--- config.mk ---
export PLATFORM = sky130hd
export DESIGN_NAME = gpio_top
export DESIGN_NICKNAME = d
export VERILOG_FILES = /design/src/gpio_pkg.sv /design/src/gpio_top.sv /design/src/gpio_out_stage.sv /design/src/gpio_irq.sv /design/src/gpio_regs.sv /design/src/gpio_pin_sync.sv /design/src/gpio_apb_decode.sv
export SDC_FILE = /design/constraint.sdc
export NUM_CORES = 1
export LEC_CHECK = 0
export BUFFER_PORTS_ARGS = -buffer_cell sky130_fd_sc_hd__buf_2
export CAP_MARGIN = 20
export CORE_MARGIN = 2
export CORE_UTILIZATION = 45
export DETAILED_ROUTE_END_ITERATION = 10
export GPL_TIMING_DRIVEN = 0
export PLACE_DENSITY = 0.66
export SYNTH_ARGS = -nofsm -noshare
export SYNTH_HDL_FRONTEND = slang
export SYNTH_HIERARCHICAL = 1
export SYNTH_SLANG_ARGS = --single-unit
--- constraint.sdc ---
create_clock -name pclk -period 4.23 [get_ports pclk]
set_clock_uncertainty 0.05 [all_clocks]
set_input_delay 0.846 -clock pclk [delete_from_list [all_inputs] [get_ports pclk]]
set_output_delay 0.846 -clock pclk [all_outputs]
set_load 0.03 [all_outputs]
--- src/gpio_pkg.sv ---
//------------------------------
// shared types for the apb gpio block
// modules import it inside their body
//------------------------------
package gpio_pkg;

   localparam int MAX_PINS = 32;  // widest pin count the structs carry

   //------------------------------
   // register map
   //------------------------------
   // encoding follows paddr[5:2]
   typedef enum logic [3:0]
   {
      REG_DATA_OUT   = 4'h0,  // 0x00
      REG_DIR        = 4'h1,  // 0x04 1 = output
      REG_PIN_IN     = 4'h2,  // 0x08 read only
      REG_INT_EN     = 4'h3,  // 0x0c
      REG_INT_POL    = 4'h4,  // 0x10 1 = rising
      REG_INT_STATUS = 4'h5,  // 0x14 write 1 to clear
      REG_NONE       = 4'hf   // any unmapped slot
   } reg_addr_e;

   // bus operation seen by the register side
   typedef enum logic [1:0]
   {
      OP_IDLE  = 2'd0,
      OP_READ  = 2'd1,  // setup phase of a read
      OP_WRITE = 2'd2   // access phase of a write
   } apb_op_e;

   //------------------------------
   // structs
   //------------------------------
   typedef struct packed
   {
      apb_op_e     op;
      reg_addr_e   regsel;  // decoded register
      logic [31:0] wdata;
   } bus_req_t;  // 38 bits

   // only the low PIN_COUNT bits of each field carry pins
   typedef struct packed
   {
      logic [MAX_PINS-1:0] level;  // synchronised pin level
      logic [MAX_PINS-1:0] rise;   // one cycle pulse
      logic [MAX_PINS-1:0] fall;   // one cycle pulse
   } pin_sample_t;  // 96 bits

   typedef struct packed
   {
      logic [MAX_PINS-1:0] data_out;
      logic [MAX_PINS-1:0] dir;
      logic [MAX_PINS-1:0] int_en;
      logic [MAX_PINS-1:0] int_pol;
   } ctrl_regs_t;  // 128 bits

endpackage
--- src/gpio_top.sv ---
//------------------------------
// apb gpio top level
// PIN_COUNT up to 32, default 16
//------------------------------
`timescale 1ns/1ps

module gpio_top
#(
   parameter int PIN_COUNT = 16
)
(
   input  logic                 pclk,
   input  logic                 arst_n,
   input  logic                 psel,
   input  logic                 penable,
   input  logic                 pwrite,
   input  logic [5:0]           paddr,
   input  logic [31:0]          pwdata,
   output logic [31:0]          prdata,
   input  logic [PIN_COUNT-1:0] gpio_pin_in,
   input  logic [PIN_COUNT-1:0] tri_state_enable,
   output logic [PIN_COUNT-1:0] gpio_pin_out,
   output logic [PIN_COUNT-1:0] n_gpio_pin_oe,
   output logic                 gpio_int
);
   import gpio_pkg::*;

   bus_req_t    bus_req;  // one-cycle request
   pin_sample_t pins;     // synced level and edges
   ctrl_regs_t  ctrl;
   logic [31:0] rd_mux;
   logic [31:0] status;

   //------------------------------
   // input side
   //------------------------------
   gpio_apb_decode u_decode
   (
      .pclk, .arst_n, .psel, .penable, .pwrite, .paddr, .pwdata,
      .bus_req (bus_req)
   );

   gpio_pin_sync #(.PIN_COUNT(PIN_COUNT)) u_pin_sync
   (
      .pclk, .arst_n,
      .pin_in  (gpio_pin_in),
      .pins    (pins)
   );

   //------------------------------
   // processing
   //------------------------------
   gpio_regs #(.PIN_COUNT(PIN_COUNT)) u_regs
   (
      .pclk, .arst_n, .bus_req, .pins, .status, .ctrl, .rd_mux
   );

   gpio_irq #(.PIN_COUNT(PIN_COUNT)) u_irq
   (
      .pclk, .arst_n, .bus_req, .pins, .ctrl, .status,
      .irq     (gpio_int)  // straight to the pin
   );

   //------------------------------
   // output side
   //------------------------------
   gpio_out_stage #(.PIN_COUNT(PIN_COUNT)) u_out_stage
   (
      .pclk, .arst_n,
      .op      (bus_req.op),
      .rd_mux, .ctrl, .tri_state_enable,
      .prdata, .gpio_pin_out, .n_gpio_pin_oe
   );

endmodule

--- src/gpio_out_stage.sv ---
//------------------------------
// apb read data register and pin drive
//------------------------------
`timescale 1ns/1ps

module gpio_out_stage
#(
   parameter int PIN_COUNT = 16
)
(
   input  logic                 pclk,
   input  logic                 arst_n,
   input  gpio_pkg::apb_op_e    op,
   input  logic [31:0]          rd_mux,
   input  gpio_pkg::ctrl_regs_t ctrl,
   input  logic [PIN_COUNT-1:0] tri_state_enable,  // test override
   output logic [31:0]          prdata,
   output logic [PIN_COUNT-1:0] gpio_pin_out,
   output logic [PIN_COUNT-1:0] n_gpio_pin_oe      // active low enable
);
   import gpio_pkg::*;

   localparam logic [MAX_PINS-1:0] PIN_MASK = {MAX_PINS{1'b1}} >> (MAX_PINS - PIN_COUNT);

   // loads at the end of setup, held through access
   always_ff @(posedge pclk or negedge arst_n)
   begin
      if (!arst_n)
         prdata <= '0;
      else if (op == OP_READ)
         prdata <= rd_mux & PIN_MASK;  // zero above the pins
   end

   assign gpio_pin_out  = ctrl.data_out[PIN_COUNT-1:0];
   assign n_gpio_pin_oe = ~(ctrl.dir[PIN_COUNT-1:0] & ~tri_state_enable);

   a_pin_count: assert property (@(posedge pclk)
      (PIN_COUNT >= 1) && (PIN_COUNT <= MAX_PINS))
      else $error("PIN_COUNT out of range");

   // read data may not move during the access phase
   a_prdata_stable: assert property (@(posedge pclk) disable iff (!arst_n)
      (op == OP_READ) |=> ##1 $stable(prdata))
      else $error("prdata changed during read access");

endmodule

--- src/gpio_irq.sv ---
//------------------------------
// interrupt status and the irq line
//------------------------------
`timescale 1ns/1ps

module gpio_irq
#(
   parameter int PIN_COUNT = 16
)
(
   input  logic                  pclk,
   input  logic                  arst_n,
   input  gpio_pkg::bus_req_t    bus_req,
   input  gpio_pkg::pin_sample_t pins,
   input  gpio_pkg::ctrl_regs_t  ctrl,
   output logic [31:0]           status,
   output logic                  irq
);
   import gpio_pkg::*;

   logic [PIN_COUNT-1:0] status_q;
   logic [PIN_COUNT-1:0] en, pol;
   logic [PIN_COUNT-1:0] edge_hit;  // enabled edge this cycle
   logic [PIN_COUNT-1:0] clr_mask;  // write-1-to-clear bits

   assign en  = ctrl.int_en[PIN_COUNT-1:0];
   assign pol = ctrl.int_pol[PIN_COUNT-1:0];

   // polarity picks rise or fall per pin
   assign edge_hit = en & ((pol & pins.rise[PIN_COUNT-1:0]) |
                           (~pol & pins.fall[PIN_COUNT-1:0]));

   assign clr_mask = (bus_req.op == OP_WRITE && bus_req.regsel == REG_INT_STATUS)
                     ? bus_req.wdata[PIN_COUNT-1:0] : '0;

   always_ff @(posedge pclk or negedge arst_n)
   begin
      if (!arst_n)
         status_q <= '0;
      else
         status_q <= (status_q & ~clr_mask) | edge_hit;  // set beats clear
   end

   always_comb
   begin
      status = '0;
      status[PIN_COUNT-1:0] = status_q;
   end

   assign irq = |(status_q & en);  // masked status ORed down

   a_pin_count: assert property (@(posedge pclk)
      (PIN_COUNT >= 1) && (PIN_COUNT <= MAX_PINS))
      else $error("PIN_COUNT out of range");

   a_status_range: assert property (@(posedge pclk) disable iff (!arst_n)
      (status >> PIN_COUNT) == '0)
      else $error("status bit set above PIN_COUNT");

endmodule

--- src/gpio_regs.sv ---
//------------------------------
// control register bank and read mux
// status bits live in the interrupt unit
//------------------------------
`timescale 1ns/1ps

module gpio_regs
#(
   parameter int PIN_COUNT = 16
)
(
   input  logic                  pclk,
   input  logic                  arst_n,
   input  gpio_pkg::bus_req_t    bus_req,
   input  gpio_pkg::pin_sample_t pins,
   input  logic [31:0]           status,  // from irq unit
   output gpio_pkg::ctrl_regs_t  ctrl,
   output logic [31:0]           rd_mux   // combinational read value
);
   import gpio_pkg::*;

   logic [PIN_COUNT-1:0] data_out_q;
   logic [PIN_COUNT-1:0] dir_q;       // 1 = drive the pin
   logic [PIN_COUNT-1:0] int_en_q;
   logic [PIN_COUNT-1:0] int_pol_q;   // 1 = rising edge
   logic [PIN_COUNT-1:0] wdata_pins;  // write data cut to pin width
   logic                 wr;

   assign wr         = (bus_req.op == OP_WRITE);
   assign wdata_pins = bus_req.wdata[PIN_COUNT-1:0];

   //------------------------------
   // register writes
   //------------------------------
   always_ff @(posedge pclk or negedge arst_n)
   begin
      if (!arst_n)
      begin
         data_out_q <= '0;
         dir_q      <= '0;  // all pins input
         int_en_q   <= '0;
         int_pol_q  <= '0;
      end
      else if (wr)
      begin
         case (bus_req.regsel)
            REG_DATA_OUT: data_out_q <= wdata_pins;
            REG_DIR:      dir_q      <= wdata_pins;
            REG_INT_EN:   int_en_q   <= wdata_pins;
            REG_INT_POL:  int_pol_q  <= wdata_pins;
            default:
            begin
               // pin in, status and holes are not held here
            end
         endcase
      end
   end

   // widen to the struct, upper bits stay zero
   always_comb
   begin
      ctrl = '0;
      ctrl.data_out[PIN_COUNT-1:0] = data_out_q;
      ctrl.dir[PIN_COUNT-1:0]      = dir_q;
      ctrl.int_en[PIN_COUNT-1:0]   = int_en_q;
      ctrl.int_pol[PIN_COUNT-1:0]  = int_pol_q;
   end

   //------------------------------
   // read mux
   //------------------------------
   always_comb
   begin
      case (bus_req.regsel)
         REG_DATA_OUT:   rd_mux = ctrl.data_out;
         REG_DIR:        rd_mux = ctrl.dir;
         REG_PIN_IN:     rd_mux = pins.level;  // synchronised level
         REG_INT_EN:     rd_mux = ctrl.int_en;
         REG_INT_POL:    rd_mux = ctrl.int_pol;
         REG_INT_STATUS: rd_mux = status;
         default:        rd_mux = '0;          // unmapped reads zero
      endcase
   end

   //------------------------------
   // checks
   //------------------------------
   a_pin_count: assert property (@(posedge pclk)
      (PIN_COUNT >= 1) && (PIN_COUNT <= MAX_PINS))
      else $error("PIN_COUNT out of range");

endmodule

--- src/gpio_pin_sync.sv ---
//------------------------------
// pin input synchroniser with edge pulses
//------------------------------
`timescale 1ns/1ps

module gpio_pin_sync
#(
   parameter int PIN_COUNT = 16
)
(
   input  logic                  pclk,
   input  logic                  arst_n,
   input  logic [PIN_COUNT-1:0]  pin_in,  // async pins
   output gpio_pkg::pin_sample_t pins
);
   import gpio_pkg::*;

   logic [PIN_COUNT-1:0] sync1_q, sync2_q;  // two-flop synchroniser
   logic [PIN_COUNT-1:0] prev_q;            // last synchronised sample
   logic [PIN_COUNT-1:0] rise_q, fall_q;

   always_ff @(posedge pclk or negedge arst_n)
   begin
      if (!arst_n)
      begin
         sync1_q <= '0;
         sync2_q <= '0;
         prev_q  <= '0;
         rise_q  <= '0;
         fall_q  <= '0;
      end
      else
      begin
         sync1_q <= pin_in;
         sync2_q <= sync1_q;
         prev_q  <= sync2_q;
         rise_q  <= sync2_q & ~prev_q;  // pulse one edge after level
         fall_q  <= ~sync2_q & prev_q;
      end
   end

   // zero-extend into the wide struct
   always_comb
   begin
      pins = '0;
      pins.level[PIN_COUNT-1:0] = sync2_q;
      pins.rise[PIN_COUNT-1:0]  = rise_q;
      pins.fall[PIN_COUNT-1:0]  = fall_q;
   end

   a_pin_count: assert property (@(posedge pclk)
      (PIN_COUNT >= 1) && (PIN_COUNT <= MAX_PINS))
      else $error("PIN_COUNT out of range");

endmodule

--- src/gpio_apb_decode.sv ---
//------------------------------
// apb slave front end, zero wait states
// gives one-cycle read and write requests
//------------------------------
`timescale 1ns/1ps

module gpio_apb_decode
(
   input  logic               pclk,     // only for the protocol check
   input  logic               arst_n,
   input  logic               psel,
   input  logic               penable,
   input  logic               pwrite,
   input  logic [5:0]         paddr,
   input  logic [31:0]        pwdata,
   output gpio_pkg::bus_req_t bus_req
);
   import gpio_pkg::*;

   reg_addr_e regsel;  // decoded word address

   // word address onto the register map
   always_comb
   begin
      case (paddr[5:2])
         4'h0:    regsel = REG_DATA_OUT;
         4'h1:    regsel = REG_DIR;
         4'h2:    regsel = REG_PIN_IN;
         4'h3:    regsel = REG_INT_EN;
         4'h4:    regsel = REG_INT_POL;
         4'h5:    regsel = REG_INT_STATUS;
         default: regsel = REG_NONE;
      endcase
   end

   always_comb
   begin
      bus_req.op = OP_IDLE;
      if (psel && penable && pwrite)
         bus_req.op = OP_WRITE;  // write lands at end of access
      else if (psel && !penable && !pwrite)
         bus_req.op = OP_READ;   // read sampled in setup
      bus_req.regsel = regsel;
      bus_req.wdata  = pwdata;
   end

   // access phase always follows a selected setup phase
   a_enable_needs_sel: assert property (@(posedge pclk) disable iff (!arst_n)
      penable |-> psel && $past(psel))
      else $error("penable without psel");

endmodule

; ---- Word-level counts from Yosys, hierarchy flattened
; Index checks and enable logic that the tools add are counted.
[op_classes]
n_reduce_logical = 14
bitwise_logic = 16
muxes = 5
n_eq_ne = 12
[ops]
columns = operator, count
row1 = 16-bit AND, 8
row2 = 16-bit inverter, 6
row3 = 16-bit one-hot mux with 6 select lines, 1
row4 = 16-bit bitwise OR, 2
row5 = 4-bit one-hot mux with 6 select lines, 1
row6 = "4-bit by 2-bit equality test with 1-bit output, second input constant", 4
row7 = "4-bit by 3-bit equality test with 1-bit output, second input constant", 4
row8 = 16-bit 2-to-1 mux, 1
row9 = 16-bit OR reduction, 1
row10 = "4-bit by 1-bit equality test with 1-bit output, second input constant", 2
row11 = 4-bit zero test, 2
row12 = 2-bit AND reduction, 4
row13 = 1-bit logical AND, 5
row14 = "2-bit by 1-bit equality test with 1-bit output, second input constant", 1
row15 = "2-bit equality test, second input constant", 1
row16 = 1-bit zero test, 2
row17 = 2-bit 2-to-1 mux, 1
row18 = 1-bit 2-to-1 mux, 1
[word_totals]
output_inout_bits = 65
inputBits = 75
wordCells = 58
ff_bits = 176

; ---- Logic depth before layout (Yosys ltp)
[depth]
depth_word = 11
ltp_mapped = 8
depth_no_buf = 5

; ---- By module
; The synthesis kept the hierarchy.
[modules_own_cells]
columns = mod, n_inst, cells_per_inst, area_each_um2
row1 = gpio_regs, 1, 327, 3868.7
row2 = gpio_pin_sync, 1, 161, 2646.3
row3 = gpio_irq, 1, 96, 1062.3
row4 = gpio_out_stage, 1, 84, 1007.2
row5 = gpio_apb_decode, 1, 38, 284.0

; ---- Least setup slack after synthesis
; No wires, ideal clock.
[synth_path]
kind = input port to flip-flop
startpoint = input port paddr[4]
endpoint = register u_regs.int_pol_q[10]
required_ps = 4055
arrival_time_ps = 2342
setup_time_ps = 125
path_buffers = 2
path_slack_ps = 1713
cell_stages = 6
cell_sequence = a211o_1 -> buf_2 -> or3_4 -> nor2_4 -> buf_6 -> mux2_2
[synth_via]
elab_chain_cells = 4
word_cells_on_any_way = 9
[synth_rtl]
columns = item, line
row1 = "start, declared", gpio_top.sv:17  ; input logic [5:0] paddr,
row2 = 4-bit by 3-bit equality test with 1-bit output (tied with other cells), gpio_apb_decode.sv:25  ; case (paddr[5:2])
row3 = 4-bit one-hot mux with 6 select lines *, gpio_apb_decode.sv:25
row4 = 4-bit by 3-bit equality test with 1-bit output *, gpio_regs.sv:46  ; case (bus_req.regsel)
row5 = 2-bit AND reduction (no source line) *, --
row6 = "end signal, assigned", gpio_regs.sv:50  ; REG_INT_POL: int_pol_q <= wdata_pins;
row7 = "end, declared", gpio_regs.sv:25  ; logic [PIN_COUNT-1:0] int_pol_q;
; Every way passes the cells marked *; elsewhere a longest branch is shown, timed or not.
; A chain may end at the register's enable or synchronous reset.

==> flow_summary.yaml <==
detailed_routing:
  via_per_inst: 5.10
  drt_first_iter_violations: 308
  drc_errors: 0
  drtPass1Iterations: 4
  routed_wirelength_mm: 17.0
  wl_per_cell_um: 19.0
  routed-via-count: 4580
  antenna_left: 0
timing:
  finalCriticalPeriod_ns: 2.83
  finalWorstSetupSlack_ns: 1.40
  worst_slew_pin_slew_ns: 0.974
  setup_violations: 0
  rsz0062_at_grt: "no"
  hold_slack_ns: 0.297
  finalMaxSlewViolations: 0
  fmax_mhz: 354
  slew_headroom_pct: 34.9
  finalCritPeriodShare_pct: 66.8
  hold_viol: 0
finish:
  area_delta_synth_final_pct: 18.0
  fin_area_um2: 8980
  final_util_pct: 54.1
  nFillCells: 1400
  antennaDiodeCount: 0
  drive_gt1_share_pct: 50.1
  layout.cells.non_filler: 898
  fin_nets: 740
global_route:
  grt_overflow_total: 0
  grt_max_degree: 106
  grt_pass1_wl_mm: 26.6
  grt.total_usage_pct: 19.7
  antenna_found_initial: 0
  grt_pass1_vias: 4857
die:
  die_y_um: 134
  design.die.area_um2: 18000
  start_util_pct: 45.9
  fp-row-count: 47
  core_area_um2: 16600
  die_w_um: 134
  io_pins: 140
pwr:
  ir_worst_vdd_uv: 314
  clkPwrFrac_pct: 37.6
  share_seq_of_total_power_pct: 50.4
  powerDensity_nw_per_um2: 435
  power.switching_w: 0.000968
  p_int_w: 0.00294
  p_comb_share_pct: 12.0
  switching_share_pct: 24.8
  leakagePower_nw: 4.45
clock_tree:
  numClockSinks: 176
  cts_buffers: 17
  path_clk_slew_ns: 0.06
  h-tree-depth: 4
  cts_tree: "built"
  clkLatencyLatePin_ns: 0.42
  post_cts_resized: 0
  cts_setup_buffers: 0
  cts_hold_buf: 0
  clockBufferDepth: 2
  root_buffer: "clkbuf_16"
setup_path:
  path_max_fanout: 10
  path_class: "primary input to flop"
  required_ns: 4.54
  startpoint_type: "primary input"
  worstSetupEndpointType: "flop"
  arrival_ns: 3.14
logic_synthesis:
  syn_area_per_cell_um2: 14.1
  synthCells: 541
  ys_warn_count: 6
  synth.cell_area_um2: 7610
placed_design:
  pre_cts_ws_ns: 1.09
  dp_cells: 866
  hpwl_mm: 11.7
  place_area_um2: 8420
  gp_congestion: 0.852
  numPortBuffers: 89
hold_path:
  hp-class: "flop to flop"
run:
  maxCapViolations: 0
run_status:
  status: "finished, final reports clean"
-- final timing paths --
path	start	endpoint	slack (ns)	cells after the start
worst min-delay path	u_pin_sync/sync1_q[0]	u_pin_sync/sync2_q[0]	0.30	0
min in group asynchronous	arst_n	u_pin_sync/sync2_q[6]	0.32	1
worst max-delay path	paddr[4]	u_out_stage/prdata[9]	1.40	8
max in group asynchronous	arst_n	u_regs/data_out_q[0]	2.93	2
worst max register to register	u_regs/int_en_q[9]	u_out_stage/prdata[9]	2.75	4
worst min register to register	u_pin_sync/sync1_q[0]	u_pin_sync/sync2_q[0]	0.30	0
-- metrics by stage --
step	power, W	setup TNS, ns
floorplan	0.00228	0
global placement	0.00244	-61.51
finish	0.00391	0
CTS	0.00394	0
detailed placement	0.00247	0
global route	0.00406	0
-- area by class of cell --
| class | instances | area [um^2] | share of cell area, % |
|---|---|---|---|
| tap | 220 | 275 | 3.07 |
| sequential | 176 | 4400 | 49.1 |
| clock inverter | 5 | 52.6 | 0.585 |
| clock buffer | 27 | 503 | 5.60 |
| timing repair buffer | 90 | 483 | 5.38 |
| buffer | 72 | 556 | 6.19 |
| multi-input combinational | 308 | 2700 | 30.1 |
-- registers in the layout (all words and copies together), names as in the netlist --
name	count
u_pin_sync/prev_q	16
u_pin_sync/rise_q	16
u_pin_sync/fall_q	16
u_pin_sync/sync1_q	16
u_regs/int_en_q	16
u_regs/int_pol_q	16
u_irq/status_q	16
u_pin_sync/sync2_q	16
u_regs/data_out_q	16
u_out_stage/prdata	16
u_regs/dir_q	16
-- layer usage --
metal | track usage [%] | share of wire [%]
met3 | 4.35 | 5.5
met4 | 8.01 | 2.7
met5 | 0 | 0
met1 | 26.5 | 45
met2 | 31.2 | 47
-- worst max-delay path: stages --
cell and delay, ns:
buf_2 0.11, a211o_1 0.33, buf_2 0.18, nor4_1 0.75
buf_2 0.44, a22oi_1 0.11, o211ai_1 0.18, mux2_4 0.19
-- power groups by stage --
stage | logic, W | clock network (W) | registers (W)
2_1_floorplan | 0.000313 | 0 | 0.00197
3_3_place_gp | 0.000455 | 0 | 0.00199
3_5_place_dp | 0.000473 | 0 | 0.00199
4_1_cts | 0.000475 | 0.00150 | 0.00197
5_1_grt | 0.000508 | 0.00157 | 0.00198
6_report | 0.000471 | 0.00147 | 0.00197
-- placed cells by master (no fill, tap or decap), types with 2 or more instances in the layout --
master	n
clkbuf_8	5
a22o_1	20
dfrtp_1	176
nor2_1	7
buf_4	49
and2b_2	32
a211o_1	4
nand2_1	13
nor2b_1	3
clkbuf_1	10
o211ai_1	13
conb_1	16
mux2i_1	6
nand3_1	16
mux2_4	10
a221oi_1	4
buf_8	2
buf_6	7
nand2b_1	16
mux2_2	102
or2_1	2
buf_2	96
clkbuf_16	17
clkinv_2	3
a22oi_1	26
(Power assumes the default switching activity.)
